[src/l2_lmem_pkg.sv]
package l2_lmem_pkg;

    // default cache geometry, overridden through the top-level parameters
    localparam int num_ways_def = 4;
    localparam int set_bits_def = 6;
    // upper set bits that pick a bank
    localparam int bank_bits_def = 1;

    // line layout
    localparam int words_per_line = 4;
    localparam int word_bits = 32;
    localparam int tag_bits = 20;

    // way number, also used for the evict-way pointer
    localparam int way_bits = 2;

    // number of coherence state bits per word
    localparam int state_bits = 3;

    typedef logic [tag_bits-1:0] l2_tag_t;

    typedef logic [words_per_line*word_bits-1:0] line_t;

    typedef logic hprot_t;

    // zero means invalid
    typedef logic [state_bits-1:0] state_t;

    // one state per word of the line
    typedef state_t [words_per_line-1:0] state_line_t;

    typedef logic [way_bits-1:0] l2_way_t;

endpackage

[src/l2_bank_mem.sv]
`timescale 1ns/1ps

module l2_bank_mem #(
    parameter type payload_t = logic,
    parameter int bank_bits = l2_lmem_pkg::bank_bits_def,
    parameter int addr_bits = l2_lmem_pkg::set_bits_def - l2_lmem_pkg::bank_bits_def,
    parameter bit clear_on_rst = 1'b0
) (
    input logic clk,
    input logic lmem_wr_rst,
    input logic rd_en,
    input logic [2**bank_bits-1:0] we,
    input logic [addr_bits-1:0] addr,
    input payload_t wr_data,

    output payload_t rd_data [2**bank_bits]
);

    localparam int banks = 2**bank_bits;
    localparam int depth = 2**addr_bits;

    for (genvar b = 0; b < banks; b++) begin : g_bank
        payload_t mem [depth];

        if (clear_on_rst) begin : g_clr
            // reset wipes the whole bank, writes wait until it is over
            always_ff @(posedge clk) begin
                if (lmem_wr_rst) begin
                    for (int i = 0; i < depth; i++) begin
                        mem[i] <= '0;
                    end
                end else if (we[b]) begin
                    mem[addr] <= wr_data;
                end
            end
        end else begin : g_plain
            always_ff @(posedge clk) begin
                if (we[b]) begin
                    mem[addr] <= wr_data;
                end
            end
        end

        // read-first, the same edge that writes returns the old entry
        always_ff @(posedge clk) begin
            if (rd_en) begin
                rd_data[b] <= mem[addr];
            end
        end
    end

endmodule

[config.mk]
export PLATFORM = sky130hd
export DESIGN_NAME = l2_bank_mem
export DESIGN_NICKNAME = d
export VERILOG_FILES = /design/src/l2_lmem_pkg.sv /design/src/l2_bank_mem.sv
export SDC_FILE = /design/constraint.sdc
export NUM_CORES = 1
export LEC_CHECK = 0
export BUFFER_PORTS_ARGS = -buffer_cell sky130_fd_sc_hd__buf_4
export CAP_MARGIN = 20
export CORE_ASPECT_RATIO = 1.4
export CORE_MARGIN = 2
export CORE_UTILIZATION = 50
export CTS_BUF_LIST = sky130_fd_sc_hd__clkbuf_16
export DETAILED_ROUTE_END_ITERATION = 10
export HOLD_SLACK_MARGIN = 0.05
export PLACE_DENSITY_LB_ADDON = 0.15
export SLEW_MARGIN = 20
export SYNTH_ARGS = -nofsm -noshare
export SYNTH_HDL_FRONTEND = slang
export SYNTH_SLANG_ARGS = --single-unit
[constraint.sdc]
create_clock -name clk -period 2 [get_ports clk]
set_input_delay 0.3 -clock clk [delete_from_list [all_inputs] [get_ports clk]]
set_output_delay 0.3 -clock clk [all_outputs]
set_load 0.01 [all_outputs]
# == After elaboration in Yosys (flattened, before gate mapping) ==
# Memories as Yosys holds them, arrays and structs flattened. A register that Yosys moved wholly into a read port is not among the register bits.
# Index checks and enable logic that the tools add are counted.
# totals
reg_bits,0
ram_bits,64
inputBits,11
word_cells,6
mem_count,2
# mem_list
memory,depth,word_bits,rd,rd_ports_with_merged_regs,wr,line_no,source
g_bank[0].mem,32,1,1,1,1,l2_bank_mem.sv:23,payload_t mem [depth];
g_bank[1].mem,32,1,1,1,1,l2_bank_mem.sv:23,
# classes
mux,4
# ops
op,n
two-way mux 1 bit,4

# == Logic depth before layout (Yosys ltp) ==
# logic_depth
depth_word,2
ltp_mapped,6

# == Worst setup path before layout ==
# Ideal clock, no wire load.
# synth_timing
kind,input port to flip-flop
start,input addr[1]
end,"register rd_data[1] (netlist name), read port of g_bank[0].mem (data pin)"
setup_ns,0.262
arrival_time_ns,1.190
path_slack_ns,0.547
stages,6
n_path_buf,2
path_cell_list,buf_6 buf_6 mux2i_1 o22ai_1 nor4_1 o21ai_1
# synth_rtl
element,line_no,source
"start, declared",l2_bank_mem.sv:13,"input logic [addr_bits-1:0] addr,"
"end, declared",l2_bank_mem.sv:16,output payload_t rd_data [2**bank_bits]

# == Final worst setup path ==
# layout_timing
start,input addr[1]
end,"memory g_bank[0].mem[22] (netlist name), enable pin"
# layout_rtl
element,line_no
"end, declared",l2_bank_mem.sv:23
# No word-level cell before the write port.

==> results.txt <==
----------------------------------------------------
[Status]
  Result of the run ... finished clean

[Logic synthesis]
  Instance count of the mapped netlist ... 237
  Number of distinct library cells after synthesis ... 24
  Synth warnings ... 0
  Register area share after synthesis ... 0.659
  Net count of the mapped netlist ... 248
  Post-synthesis register bit count ... 66
  Per-instance average area after synthesis ... 12.7 um^2
  Cell area after synthesis ... 0.00301 mm^2

[Clock tree]
  Clk Tree Root Cell ... clkbuf_16
  Buffer count from post-CTS setup fixing ... 0
  CTS Buffer Depth ... 2
  Skew-Pair Late Insertion Delay ... 0.32 ns
  Post-CTS Hold Fix Bufs ... 0
  Register clock-pin slew on the reported worst setup and hold paths ... 0.05 ns
  TritonCTS buffer count ... 9
  Number of clock sinks ... 66
  Number of resized instances in the post-cts repair step ... 0
  Clock tree from TritonCTS ... yes
  Max H-tree Level ... 3

[Routing]
  Post-detailed-routing wire length ... 6.10 mm
  Routed length per placed instance ... 18.8 um
  # DRC ... 0
  Vias ... 1859
  Via density per instance ... 5.74
  Initial DRC count ... 244
  1st-pass router iterations ... 4
  Number of nets still failing antenna checks after routing ... 0

[Placement]
  Global placement routability congestion ... 0.782
  Pre-CTS setup slack ... 0.120 ns
  Placement-stage cell area ... 0.00311 mm^2
  Total instance count after detailed placement ... 308
  Count of input and output buffers ... 11
  HPWL after DPL ... 3.86 mm

[GRT]
  Highest-utilization routing layer at the global route stage ... met2
  Final global-route overflow total ... 0
  Met1 capacity usage during global routing ... 0.256
  Overall track demand over capacity in global routing ... 0.200
  Wire length of the first global-routing pass ... 9.61 mm
  Global-route track usage on met2 ... 0.327
  Global routing met3 resource utilization ... 0.0576
  Vias in the first global route ... 1823
  Number of antenna violations at the first check in global routing ... 0
  Largest net degree at the start of global routing ... 65

[Timing]
  Worst clock skew on the final layout ... 0.00377 ns
  Measured slew at the worst slew-check pin ... 0.554 ns
  Period Utilization, post-route ... 0.769
  Final number of max-transition violations ... 0
  Worst slew margin relative to its limit ... 0.631
  Fin Hold WS ... 0.183 ns
  Setup slack after layout ... 0.463 ns
  Final sum of negative setup slack ... 0 ns
  Setup repair after global routing missed its margin ... no
  Setup violation total in the final timing report ... 0
  Post-layout minimum cycle time ... 1.54 ns
  Number of hold violations in the final report ... 0
  FMAX ... 650 MHz

[Worst setup path]
  Type of origin of the critical path ... input pin
  Slack of the worst reg-to-reg path ... 0.61 ns
  Worst path cell trace ... buf_4, buf_4, nor2b_1, nand2_1, nor2_1
  Cell family with the largest share of critical-path delay ... simple AND/OR/NAND/NOR gates
  Crit path capture type ... flop
  CP required ... 2.03 ns
  Worst endpoint data arrival time ... 1.56 ns
  Delay of the slowest critical-path stage ... 0.30 ns
  Cell type with the highest occurrence count on the critical path ... buf_4
  Worst Path Buf+Inv ... 2
  Biggest fanout along the worst timing path ... 19
  Crit path max-delay cell type ... buf_4
  Worst setup path category ... in2reg

[Floorplan]
  Floorplan die area ... 0.00666 mm^2
  Die Ht ... 95.8 um
  Initial cell density of the core ... 0.516
  Rows ... 33
  Core Footprint ... 0.00582 mm^2
  Die boundary width ... 69.5 um
  Number of ports placed on the die boundary ... 13

[Layout]
  Total area of multi-input combinational cells ... 932 um^2
  Final core utilization ... 0.583
  Synthesis-to-layout area growth ... 12.9%
  Commonest cells after routing, fill and taps aside ... nor2_1, edfxtp_1, mux2i_1
  Number of fillers in the final layout ... 489
  Nets@finish ... 260
  Diodes inserted ... 0
  Sequential cell area ... 0.00198 mm^2
  Share of cells above drive strength 1 ... 0.122
  Commonest non-fill, non-tap cell in the layout ... nor2_1
  Final cell count without fillers ... 324
  Final cell area excluding filler cells ... 0.00339 mm^2

[Power and ir drop]
  Post-layout total power ... 3.22 mW
  Power density cells ... 948 mW/mm^2
  Maximum vdd drop ... 0.000604 V
  Leak ... 1.17 nW

[Min path]
  Class of the most critical hold timing path ... in2reg

[Run]
  Number of maximum-capacitance violations ... 0

----------------------------------------------------
power breakdown:
part / switching (mW) / leakage [nW] / internal [mW]
Combinational: 0.133 / 0.421 / 0.0710
Sequential: 0.00450 / 0.596 / 1.55
Clock: 0.522 / 0.154 / 0.940
cell families after synthesis:
kind of cell | count (synthesis) | synth area share
mux | 32 | 0.110
simple gates | 105 | 0.158
flops | 66 | 0.659
buf+inv | 14 | 0.0308
compound gates | 20 | 0.0424
layer usage:
layer	wire length, um	up-vias
met5	0	-
li1	-	893
met4	80	0
met3	266	6
met1	2670	917
met2	3080	43
synthesized netlist by cell type (all sizes together):
cell / instances / area, um^2
mux2i: 30 / 300
mux2: 2 / 30.0
or2: 1 / 6.26
nor2b: 2 / 12.5
o21ai: 6 / 30.0
nor3: 4 / 20.0
o22ai: 10 / 62.6
nor2: 68 / 255
nand2: 9 / 33.8
clkbuf: 3 / 11.3
a31o: 2 / 17.5
or3: 3 / 18.8
or3b: 4 / 40.0
nand3: 5 / 25.0
o221ai: 2 / 17.5
nand3b: 5 / 37.5
buf: 11 / 81.3
edfxtp: 66 / 1980
nor4: 4 / 25.0
cell type report:
type                            count  area share
Timing Repair Buffer               15      0.0332
Clock inverter                      7      0.0162
Sequential cell                    66       0.584
Multi-Input combinational cell    157       0.275
Clock buffer                        9      0.0663
Tap cell                           70      0.0258
flip-flops by register name, summed over array words and instances, names as in the netlist:
name        count
g_bank.mem     64
rd_data         2
final timing paths:
path,startpoint,to,cells past startpoint
worst max register to register,g_bank[1].mem[10],rd_data[0],4
worst max-delay path,addr[1],g_bank[0].mem[22],5
worst min register to register,g_bank[1].mem[18],rd_data[0],4
worst min-delay path,rd_en,rd_data[1],1
Power figures use the tool's default switching activity.
