**src/l2_lmem_pkg.sv**
```systemverilog
package l2_lmem_pkg;

    // default cache geometry, overridden through the top-level parameters
    localparam int num_ways_def = 4;
    localparam int set_bits_def = 6;
    // upper set bits that pick a bank
    localparam int bank_bits_def = 1;

    // line layout
    localparam int words_per_line = 4;
    localparam int word_bits = 32;
    localparam int tag_bits = 20;

    // way number, also used for the evict-way pointer
    localparam int way_bits = 2;

    // number of coherence state bits per word
    localparam int state_bits = 3;

    typedef logic [tag_bits-1:0] l2_tag_t;

    typedef logic [words_per_line*word_bits-1:0] line_t;

    typedef logic hprot_t;

    // zero means invalid
    typedef logic [state_bits-1:0] state_t;

    // one state per word of the line
    typedef state_t [words_per_line-1:0] state_line_t;

    typedef logic [way_bits-1:0] l2_way_t;

endpackage

```
**src/l2_rd_select.sv**
```systemverilog
`timescale 1ns/1ps

module l2_rd_select #(
    parameter int num_ways = l2_lmem_pkg::num_ways_def,
    parameter int bank_bits = l2_lmem_pkg::bank_bits_def
) (
    input logic clk,
    input logic lmem_wr_rst,
    input logic rd_en,
    input logic [bank_bits-1:0] bank_sel,
    input l2_lmem_pkg::l2_tag_t bank_tag [num_ways][2**bank_bits],
    input l2_lmem_pkg::hprot_t bank_hprot [num_ways][2**bank_bits],
    input l2_lmem_pkg::line_t bank_line [num_ways][2**bank_bits],
    input l2_lmem_pkg::state_line_t bank_state [num_ways][2**bank_bits],
    input l2_lmem_pkg::l2_way_t bank_evict [2**bank_bits],

    output l2_lmem_pkg::line_t lmem_rd_data_line [num_ways],
    output l2_lmem_pkg::l2_tag_t lmem_rd_data_tag [num_ways],
    output l2_lmem_pkg::hprot_t lmem_rd_data_hprot [num_ways],
    output l2_lmem_pkg::state_line_t lmem_rd_data_state [num_ways],
    output l2_lmem_pkg::l2_way_t lmem_rd_data_evict_way,
    output logic lmem_rd_valid
);

    // bank of the read in flight is captured on the same edge as the memories
    logic [bank_bits-1:0] bank_q;

    always_ff @(posedge clk) begin
        if (lmem_wr_rst) begin
            bank_q <= '0;
            lmem_rd_valid <= 1'b0;
        end else begin
            lmem_rd_valid <= rd_en;
            if (rd_en) begin
                bank_q <= bank_sel;
            end
        end
    end

    // the memory outputs and bank_q both hold between reads,
    // so the selected values hold too
    always_comb begin
        for (int w = 0; w < num_ways; w++) begin
            lmem_rd_data_line[w] = bank_line[w][bank_q];
            lmem_rd_data_tag[w] = bank_tag[w][bank_q];
            lmem_rd_data_hprot[w] = bank_hprot[w][bank_q];
            lmem_rd_data_state[w] = bank_state[w][bank_q];
        end
        lmem_rd_data_evict_way = bank_evict[bank_q];
    end

    // the outputs only hold if the memories keep their read data between reads
    for (genvar b = 0; b < 2**bank_bits; b++) begin : g_hold_chk
        assert property (@(posedge clk) disable iff (lmem_wr_rst)
            !rd_en |=> bank_evict[b] === $past(bank_evict[b]))
            else $error("l2_rd_select: evict read data changed without a read");

        for (genvar w = 0; w < num_ways; w++) begin : g_way
            assert property (@(posedge clk) disable iff (lmem_wr_rst)
                !rd_en |=> bank_state[w][b] === $past(bank_state[w][b]))
                else $error("l2_rd_select: state read data changed without a read");
        end
    end

endmodule

```
**config.mk**
```make
export PLATFORM = sky130hd
export DESIGN_NAME = l2_rd_select
export DESIGN_NICKNAME = d
export VERILOG_FILES = /design/src/l2_lmem_pkg.sv /design/src/l2_rd_select.sv
export SDC_FILE = /design/constraint.sdc
export NUM_CORES = 1
export LEC_CHECK = 0
export BUFFER_PORTS_ARGS = -buffer_cell sky130_fd_sc_hd__clkbuf_2
export CAP_MARGIN = 10
export CORE_AREA = 3 3 749 751
export CTS_BUF_LIST = sky130_fd_sc_hd__clkbuf_8
export CTS_CLUSTER_SIZE = 24
export DETAILED_ROUTE_END_ITERATION = 12
export DIE_AREA = 0 0 752 754
export PLACE_DENSITY = 0.3
export REMOVE_ABC_BUFFERS = 1
export SETUP_SLACK_MARGIN = 0.1
export SYNTH_ARGS = -nofsm -noshare
export SYNTH_HDL_FRONTEND = slang
export SYNTH_SLANG_ARGS = --single-unit
```
**constraint.sdc**
```tcl
create_clock -name clk -period 1.7 [get_ports clk]
set_clock_uncertainty 0.15 [all_clocks]
set_input_delay 0 -clock clk [delete_from_list [all_inputs] [get_ports clk]]
set_output_delay 0 -clock clk [all_outputs]
set_load 0.03 [all_outputs]
```
* Word-level counts from Yosys, hierarchy flattened
Index checks and enable logic that the tools add are counted.
** Word-level totals
- Flip-flop bits (word level) :: 2
- Word-level logic and storage cells :: 55
** Operators by class
- $lt $le $gt $ge :: 1
- Multiplexer cells :: 51
- Bitwise logic cells :: 1
** Operators by type and width (number)
- 128-bit 2-to-1 mux :: 12
- 20-bit 2-to-1 mux :: 12
- 12-bit 2-to-1 mux :: 12
- 1-bit 2-to-1 mux :: 12
- 2-bit 2-to-1 mux :: 3
- 2-bit >= comparator, second input constant :: 1
- 1-bit NOT with 2-bit output :: 1

* Longest topological paths before layout
- Depth after elaboration :: 4
- Depth in mapped cells :: 5

* Worst setup path after synthesis
No wires, ideal clock.
- Kind :: reg2out
- Start :: register bank_q
- End :: output lmem_rd_data_hprot[1] (netlist name)
- Path slack :: 385 ps
- Data required time :: 1550 ps
- Stages on the path, launching flop included :: 5
- Path buffers :: 3
- Data arrival time :: 1165 ps
- Path through :: dfxtp_1 -> buf_6 -> buf_6 -> clkbuf_8 -> mux2_2
** RTL lines
- start: declaration :: line l2_rd_select.sv:26 : logic [bank_bits-1:0] bank_q;
- start signal: assignment :: line l2_rd_select.sv:35 : bank_q <= bank_sel;
- end: declaration :: line l2_rd_select.sv:19 : output l2_lmem_pkg::hprot_t lmem_rd_data_hprot [num_ways],

==> results.yml <==
detailed_routing:
  num_vias: 16800
  drc_errors: 0
  drt-total-wl_um: 342000
  vias_per_cell: 1.65
  top_layer_used: "met5"
  drt_iter0_markers: 796
  met1Wirelength_um: 118000
  postRouteAntennaNets: 0
  firstDrtPassIters: 5
  route.met2.wl_um: 153000
  wire_per_inst_um: 33.6
  wl_met3_um: 54900
yosys:
  seq_area_frac_synth: 0.00485
  syn_inst: 723
  ys_top_cells_by_area: "mux2_2, clkbuf_8, buf_6, dfxtp_1, mux2i_1"
  ys_warn_count: 0
  avgSynthCellArea_um2: 11.4
  yosysTopAreaCell: "mux2_2"
  ys_ff_latch: 2
  synth_top_area_frac: 0.881
  synthDistinctLibCells: 8
  syn_area_um2: 8260
floorplanning:
  design.die.area_um2: 567000
  coreArea_um2: 556000
  rows: 274
  start_util: 0.0149
  die_h_um: 754
  io_pins: 1943
  fp.dieW_um: 752
worst_setup_path:
  crit_path_end_kind: "output port"
  required_ps: 1550
  cp-start-kind: "flip-flop"
  critPathKind: "flip-flop to output port"
  cp.arrival_ps: 1940
  crit_path_max_fanout: 15
power_and_ir_drop:
  clkPwrFrac: 0.013
  total_leakage_power_uw: 0.0140
  p_sw_uw: 9170
  p_per_area_nw_per_um2: 440
  share_seq_of_total_power: 0.004
  switching_share: 0.597
  p_int_uw: 6200
  p_comb_frac: 0.983
  vdd_drop_max_mv: 0.197
clock_tree:
  cts.sinks: 2
  clock_latency_ps: 220
  clk_path_buf_depth: 2
  cts.clk_slew.worst_paths_ps: 30
  cts_tree: "built"
  htree_num_levels: 1
  cts_made_buffers: 3
  root_buffer: "clkbuf_8"
timing:
  tns_ps: -155100
  finalMaxSlewViolations: 0
  rsz0062_at_grt: "true"
  relSlewSlack: 0.641
  period_needed_ps: 2090
  timing.final.crit_share: 1.23
  hold_viol: 0
  setup_viol: 646
  setup_ws_ps: -394
  tightestPinTransition_ps: 538
  clock.fmax_mhz: 478
cells_and_area:
  multi_input_area_um2: 7950
  seq_area_um2: 43.8
  final_cell_mix: "clkbuf_2, mux2_2, buf_12"
  nets: 3991
  mostFrequentLayoutCell: "clkbuf_2"
  fillers: 65400
  drive_gt1_frac: 0.997
  area_delta_synth_final_pct: 323
placement:
  dp_slack_ps: -371
  routabilityCongestion: 1.15
  io_buffers: 1942
  post-dp-hpwl_um: 325000
run:
  cap_violations: 0
grt:
  grt_overflow: 0
  antenna_found_initial: 231
  grt_pass1_wl_um: 374000
  grt_max_degree: 45
  grt_pass1_vias: 17600
  grt.total_usage: 0.114
min_path:
  hp-class: "input port to flip-flop"
outcome:
  violations: "negative setup slack"
  status: "complete, but fails checks"
final timing paths:
check	slack, ps	from	end	depth (start not counted)
max reg2reg	210	bank_q$_SDFFE_PP0P_	bank_q$_SDFFE_PP0P_	4
min reg2reg	920	bank_q$_SDFFE_PP0P_	bank_q$_SDFFE_PP0P_	4
max	-390	bank_q$_SDFFE_PP0P_	lmem_rd_data_line[337]	5
min	4	bank_sel	bank_q$_SDFFE_PP0P_	3
area by class of cell:
type / count / share of cell area
Timing Repair Buffer: 2039 / 0.499
Tap cell: 7452 / 0.267
Multi-Input combinational cell: 649 / 0.227
Antenna cell: 52 / 0.00372
Sequential cell: 2 / 0.00125
Clock buffer: 3 / 0.00118
Clock inverter: 1 / 0.000107
routing by layer:
| metal | GRT usage | vias to the layer above |
|---|---|---|
| met4 | 0.0501 | 30 |
| met2 | 0.181 | 1707 |
| met5 | 0 | - |
| li1 | - | 6784 |
| met1 | 0.114 | 7893 |
| met3 | 0.0791 | 428 |
worst max-delay path, cell delays in order (launching register included):
cell and delay, ps:
dfxtp_4 370, buf_16 160, buf_12 210, buf_16 190
mux2_4 440, buf_12 190
Yosys cell counts:
master / number
nor2b_1: 1
buf_6: 23
buf_2: 1
nor2_1: 1
clkbuf_8: 48
mux2i_1: 1
dfxtp_1: 2
mux2_2: 646
sequential cells by signal, summed over array words and instances (netlist names):
| register | flops |
|---|---|
| bank_q | 1 |
| lmem_rd_valid | 1 |
timing repair:
action                                 4_1_cts  5_1_grt
hold buffers                                 2        0
resized for setup                          258      162
endpoints found under the hold margin        2        0
gates cloned                                 8       11
setup endpoints to repair                  646      646
setup buffers                               10        4
through the flow:
step / instance area [um2] / utilization / cells / hold slack, ps / total power, uW
4_1_cts: 34200 / 0.0615 / 10100 / 21.0 / 15600
3_5_place_dp: 32800 / 0.0589 / 10100 / 86.5 / 14800
2_1_floorplan: 7330 / - / 651 / -78.4 / 4950
6_report: 34900 / 0.0629 / 10200 / 4.19 / 15400
5_1_grt: 34900 / 0.0628 / 10200 / 23.7 / 16100
3_3_place_gp: 32800 / 0.0589 / 10100 / 85.2 / 14900
power groups by stage:
stage	clock network, uW	registers, uW	logic, uW
final	205	53.8	15100
after global routing	221	54.0	15800
after floorplan	0	279	4680
after detailed placement	0	54.2	14700
after global placement	0	54.4	14800
after CTS	218	54.0	15300
logic make-up (layout without fill, tap and decap cells):
group	after synthesis	in the layout	share of synthesized area
DFF	2	2	0.00485
buffers and inverters	72	2043	0.112
muxes	647	647	0.882
other	0	52	0
and+or+nand+nor	2	2	0.00121
No activity file was read; power rests on OpenSTA's default activity.
