--- src/l2_lmem_pkg.sv ---
package l2_lmem_pkg;

    // default cache geometry, overridden through the top-level parameters
    localparam int num_ways_def = 4;
    localparam int set_bits_def = 6;
    // upper set bits that pick a bank
    localparam int bank_bits_def = 1;

    // line layout
    localparam int words_per_line = 4;
    localparam int word_bits = 32;
    localparam int tag_bits = 20;

    // way number, also used for the evict-way pointer
    localparam int way_bits = 2;

    // number of coherence state bits per word
    localparam int state_bits = 3;

    typedef logic [tag_bits-1:0] l2_tag_t;

    typedef logic [words_per_line*word_bits-1:0] line_t;

    typedef logic hprot_t;

    // zero means invalid
    typedef logic [state_bits-1:0] state_t;

    // one state per word of the line
    typedef state_t [words_per_line-1:0] state_line_t;

    typedef logic [way_bits-1:0] l2_way_t;

endpackage

--- src/l2_wr_decode.sv ---
`timescale 1ns/1ps

module l2_wr_decode #(
    parameter int num_ways = l2_lmem_pkg::num_ways_def,
    parameter int bank_bits = l2_lmem_pkg::bank_bits_def
) (
    input logic clk,
    input logic lmem_wr_rst,
    input logic wr_en_fill,
    input logic wr_en_line,
    input logic wr_en_state,
    input logic wr_en_evict_way,
    input l2_lmem_pkg::l2_way_t way_in,
    input logic [bank_bits-1:0] bank_sel,

    output logic [num_ways-1:0][2**bank_bits-1:0] tag_we,
    output logic [num_ways-1:0][2**bank_bits-1:0] hprot_we,
    output logic [num_ways-1:0][2**bank_bits-1:0] line_we,
    output logic [num_ways-1:0][2**bank_bits-1:0] state_we,
    output logic [2**bank_bits-1:0] evict_we
);

    localparam int banks = 2**bank_bits;

    logic [num_ways-1:0] way_oh;
    logic [banks-1:0] bank_oh;
    logic [num_ways-1:0] way_any;

    always_comb begin
        for (int w = 0; w < num_ways; w++) begin
            way_oh[w] = (way_in == w);
        end
        for (int b = 0; b < banks; b++) begin
            bank_oh[b] = (bank_sel == b);
        end
    end

    // fill writes every field and the partial enables add to it
    always_comb begin
        for (int w = 0; w < num_ways; w++) begin
            for (int b = 0; b < banks; b++) begin
                logic hit;
                hit = way_oh[w] & bank_oh[b] & ~lmem_wr_rst;
                tag_we[w][b] = hit & wr_en_fill;
                hprot_we[w][b] = hit & wr_en_fill;
                line_we[w][b] = hit & (wr_en_fill | wr_en_line);
                state_we[w][b] = hit & (wr_en_fill | wr_en_state);
            end
        end
        // the evict pointer belongs to the set, not to a way
        for (int b = 0; b < banks; b++) begin
            evict_we[b] = bank_oh[b] & wr_en_evict_way & ~lmem_wr_rst;
        end
    end

    always_comb begin
        for (int w = 0; w < num_ways; w++) begin
            way_any[w] = |{tag_we[w], hprot_we[w], line_we[w], state_we[w]};
        end
    end

    // a field write reaches exactly one existing way of the cache
    assert property (@(posedge clk) disable iff (lmem_wr_rst)
        (wr_en_fill | wr_en_line | wr_en_state) |-> $onehot(way_any))
        else $error("l2_wr_decode: field write does not enable exactly one way");

endmodule

--- config.mk ---
export PLATFORM = sky130hd
export DESIGN_NAME = l2_wr_decode
export DESIGN_NICKNAME = d
export VERILOG_FILES = /design/src/l2_lmem_pkg.sv /design/src/l2_wr_decode.sv
export SDC_FILE = /design/constraint.sdc
export NUM_CORES = 1
export LEC_CHECK = 0
export ABC_CLOCK_PERIOD_IN_PS = 2750
export BUFFER_PORTS_ARGS = -buffer_cell sky130_fd_sc_hd__buf_2
export CORE_AREA = 4 4 41 43
export DETAILED_ROUTE_END_ITERATION = 8
export DIE_AREA = 0 0 45 47
export SYNTH_ARGS = -nofsm -noshare
export SYNTH_HDL_FRONTEND = slang
export SYNTH_SLANG_ARGS = --single-unit
--- constraint.sdc ---
create_clock -name vclk -period 2.75
set_clock_uncertainty 0.05 [all_clocks]
set_input_delay 0.55 -clock vclk [all_inputs]
set_output_delay 0.55 -clock vclk [all_outputs]
set_load 0.01 [all_outputs]
==> Yosys cells after proc, flatten, opt, wreduce, memory -nomap -nowiden <==
Cells that the tools add are included.
W data, S select, Z words.
{ "totals": {"register_bits": 0, "latchBits": 0, "ram_bits": 0, "rom_bits": 0, "in_bits": 9, "out_inout_bits": 34, "elab_cells": 52, "mem_count": 0} }
{ "classes": {"addsub": 0, "mul": 0, "div_mod_pow": 0, "magnitude_cmp": 0, "n_eq_ne": 3, "n_shift": 0, "muxes": 0, "bitwise_logic": 48, "reduce_logical": 1} }
{ "ops": {"columns": ["operator", "count"], "rows": [
  ["$and A1 B1 Y1", 44],
  ["$eq A2 B2 Y1 const B", 2],
  ["$eq A2 B1 Y1 const B", 1],
  ["$logic_not A2 Y1", 1],
  ["$not A1 Y1", 2],
  ["$or A1 B1 Y1", 2]
]} }

==> Longest topological paths before layout <==
{ "depth": {"word_depth": 4, "ltp_mapped": 4, "depth_no_buf": 2} }

==> Least setup slack after synthesis <==
Ideal clock, no wire load.
{ "synth_timing": {"path_type": "input to output", "from": "input lmem_wr_rst", "to": "output tag_we[2] (netlist name)", "t_arrival_ns": 1.332, "required_ns": 2.150, "setup_slack_ns": 0.818, "path_stages": 3, "path_cell_list": "or3b_4 -> nor2_1 -> buf_4"} }
{ "synth_lines": {"columns": ["element", "line_no", "rtl"], "rows": [
  ["start: declaration", "l2_wr_decode.sv:8", "input logic lmem_wr_rst,"],
  ["end: declaration", "l2_wr_decode.sv:16", "output logic [num_ways-1:0][2**bank_bits-1:0] tag_we,"]
]} }

==> impl_summary.md <==
Final layout
The area added between synthesis and finish is 55.9%. The clock buffer count is 0. Of the cells placed in the final design, the portion with a size suffix greater than 1 is 0.544. The number of sequential cells in the layout is 0.

Fill cells in the final layout number 169. The sequential cells in the finished layout cover a total of 0 um2. The repair_antennas step left the layout with diodes totalling 0. For this run, the post-layout net count is 90.

Floorplanning
In this run the horizontal extent of the chip is 45 um. The vertical die dimension is 47 um. The core region is 1300 um2. The top-level port count is 43. The die area is 2120 um2.

The starting utilization of the core area is 0.203. The initialized floorplan defines 13 standard-cell rows.

Timing
Dividing the final minimum period by the clock period gives 0.730. Setup repair after global routing left no endpoint under its margin. The final number of setup-violating endpoints is 0. The maximum operating frequency is 498 MHz. The final max-slew violation count is 0. The actual slew at the worst max-slew pin is 0.559 ns.

The final hold slack is 1.37 ns. Subtracting the final worst setup slack from the clock period gives 2.01 ns. The number of endpoints with negative hold slack in the final report is 0. Summed over all failing endpoints, the final setup total negative slack is 0 ns.

The worst-case headroom to the max-slew limit is 0.626.

Clocking
The post-CTS setup-driven buffer insertion count is 0. The count of hold buffers inserted by post-cts repair is 0. The post-cts sizing count is 0.

Critical path
For the worst setup path, the data required time is 2.15 ns. Tracing the worst setup path back leads to its startpoint at wr_en_fill. In this run the worst path has a maximum fanout of 8. The worst setup path is of the input port to primary output kind. The worst path arrival time is 1.41 ns. STA classifies the critical path endpoint as a primary output. The startpoint kind of the worst setup timing path is an input port.

Routing
The routed design has 1.09 mm of wire. The average detailed-routed wire length per instance is 11.5 um. The count of unresolved DRC violations after routing is 0.

The detail route stage leaves a number of antenna-violating nets equal to 0. Summing over every cut layer, the via total after detailed routing is 401. For this run, the detailed router's first-pass iteration total came to 3.

In the routed layout, each cell is associated on average with a via count of 4.27. The number of DRC markers in iteration 0 is 3.

Global routing
For this run, the total global-route usage over all layers was measured as 0.0936. The overflow left after global routing is 0. The maximum number of pins on one net before global-route repair is 10. The via count of the first global-routing pass is 358.

The initial antenna violation count is 0. The first global-routing pass estimated 1.53 mm of wire.

Synth
Synthesis produced a netlist whose cell count is 48. By area the synthesized netlist is led by sky130_fd_sc_hd__nor3_1 (30%), sky130_fd_sc_hd__buf_4 (23%), sky130_fd_sc_hd__nor2_1 (17%). The cell area that synthesis handed to floorplanning was 264 um2. The number of nets produced by synthesis is 57. The share of synthesized area in the top cell type comes to 0.303. The commonest cells after synthesis are sky130_fd_sc_hd__nor3_1 (16), sky130_fd_sc_hd__nor2_1 (12), sky130_fd_sc_hd__buf_4 (8). The number of different library cells used by synthesis comes to 12. Of the synthesized area, sequential elements account for 0. During synthesis, Yosys emitted a total of 0 warnings. Among all cell types in the netlist, the one instantiated most often is sky130_fd_sc_hd__nor3_1.

sky130_fd_sc_hd__nor3_1 takes more of the synthesized area than any other cell. The mean cell area of the mapped netlist is 5.50 um2.

Min path
Along the worst hold path, the cell count comes to 4. The worst hold path terminates at evict_we[0]. In this run the most critical hold path is launched from wr_en_evict_way. In this run the worst hold path is classified as input port to primary output.

Status
The run finished with clean final reports.

Placement
The number of port buffers is 42. Detailed placement finished with a half-perimeter wire length of 889 um. The last weighted congestion value of the routability-driven placer is 0.649.

Power and ir drop
The peak supply drop is 36.2 uV. The power density of the placed cells is 111 nW/um2. The static leakage power is 0.270 nW.

Job
Across the run, the number of max-cap violations was 0.
==> kinds of logic after synthesis <==
logic type,after synthesis,synth area share
buf+inv,12,0.322
simple gates,36,0.678
==> cell usage in the layout, fill, tap and decap left out <==
master,count
sky130_fd_sc_hd__buf_2,42
sky130_fd_sc_hd__nor3_1,16
sky130_fd_sc_hd__nor2_1,12
sky130_fd_sc_hd__nand2b_1,3
sky130_fd_sc_hd__or2_0,1
sky130_fd_sc_hd__or3b_4,1
sky130_fd_sc_hd__or2_1,1
sky130_fd_sc_hd__nand3b_1,1
sky130_fd_sc_hd__nand2_1,1
sky130_fd_sc_hd__inv_1,1
==> layout make-up <==
cell class                 count  area, um2  share of cell area
timing repair buffer          42        210               0.511
inverter                       1       3.75             0.00912
multi-input combinational     36        179               0.435
tap                           15       18.8              0.0456
==> through the flow <==
step | total power [W] | utilization | cells | setup WS [ns] | area, um2
after CTS | 0.0000462 | 0.316 | 94 | 0.735 | 412
after floorplan | 0.0000298 | - | 48 | 0.818 | 264
final | 0.0000456 | 0.316 | 94 | 0.742 | 412
after detailed placement | 0.0000460 | 0.316 | 94 | 0.739 | 412
after global placement | 0.0000454 | 0.316 | 94 | 0.778 | 412
after global routing | 0.0000504 | 0.316 | 94 | 0.665 | 412
==> report_power, final <==
part / internal (W) / switching [W] / leakage (nW) / total, W
Clock: 0 / 0 / 0 / 0
Sequential: 0 / 0 / 0 / 0
Combinational: 0.0000170 / 0.0000286 / 0.270 / 0.0000456
Total: 0.0000170 / 0.0000286 / 0.270 / 0.0000456
==> worst max-delay path, stage by stage <==
cell and delay [ns]:
sky130_fd_sc_hd__buf_2 0.12, sky130_fd_sc_hd__nor2_1 0.45, sky130_fd_sc_hd__nor3_1 0.13, sky130_fd_sc_hd__buf_2 0.16
==> worst max-delay path by stage <==
| stage | end | slack (ns) | cells past startpoint |
|---|---|---|---|
| 2_1_floorplan | tag_we[2] | 0.82 | 3 |
| 3_3_place_gp | line_we[0] | 0.78 | 4 |
| 3_5_place_dp | line_we[7] | 0.74 | 4 |
| 4_1_cts | line_we[7] | 0.74 | 4 |
| 5_1_grt | state_we[1] | 0.66 | 4 |
| 6_report | line_we[7] | 0.74 | 4 |
==> metal layers <==
metal	share of wire	GRT usage	vias to the layer above
met5	0	0	-
li1	-	-	217
met1	0.42	0.128	160
met4	0	0	0
met3	0.11	0.00766	0
met2	0.46	0.169	24
No activity file was read; power rests on OpenSTA's default activity.
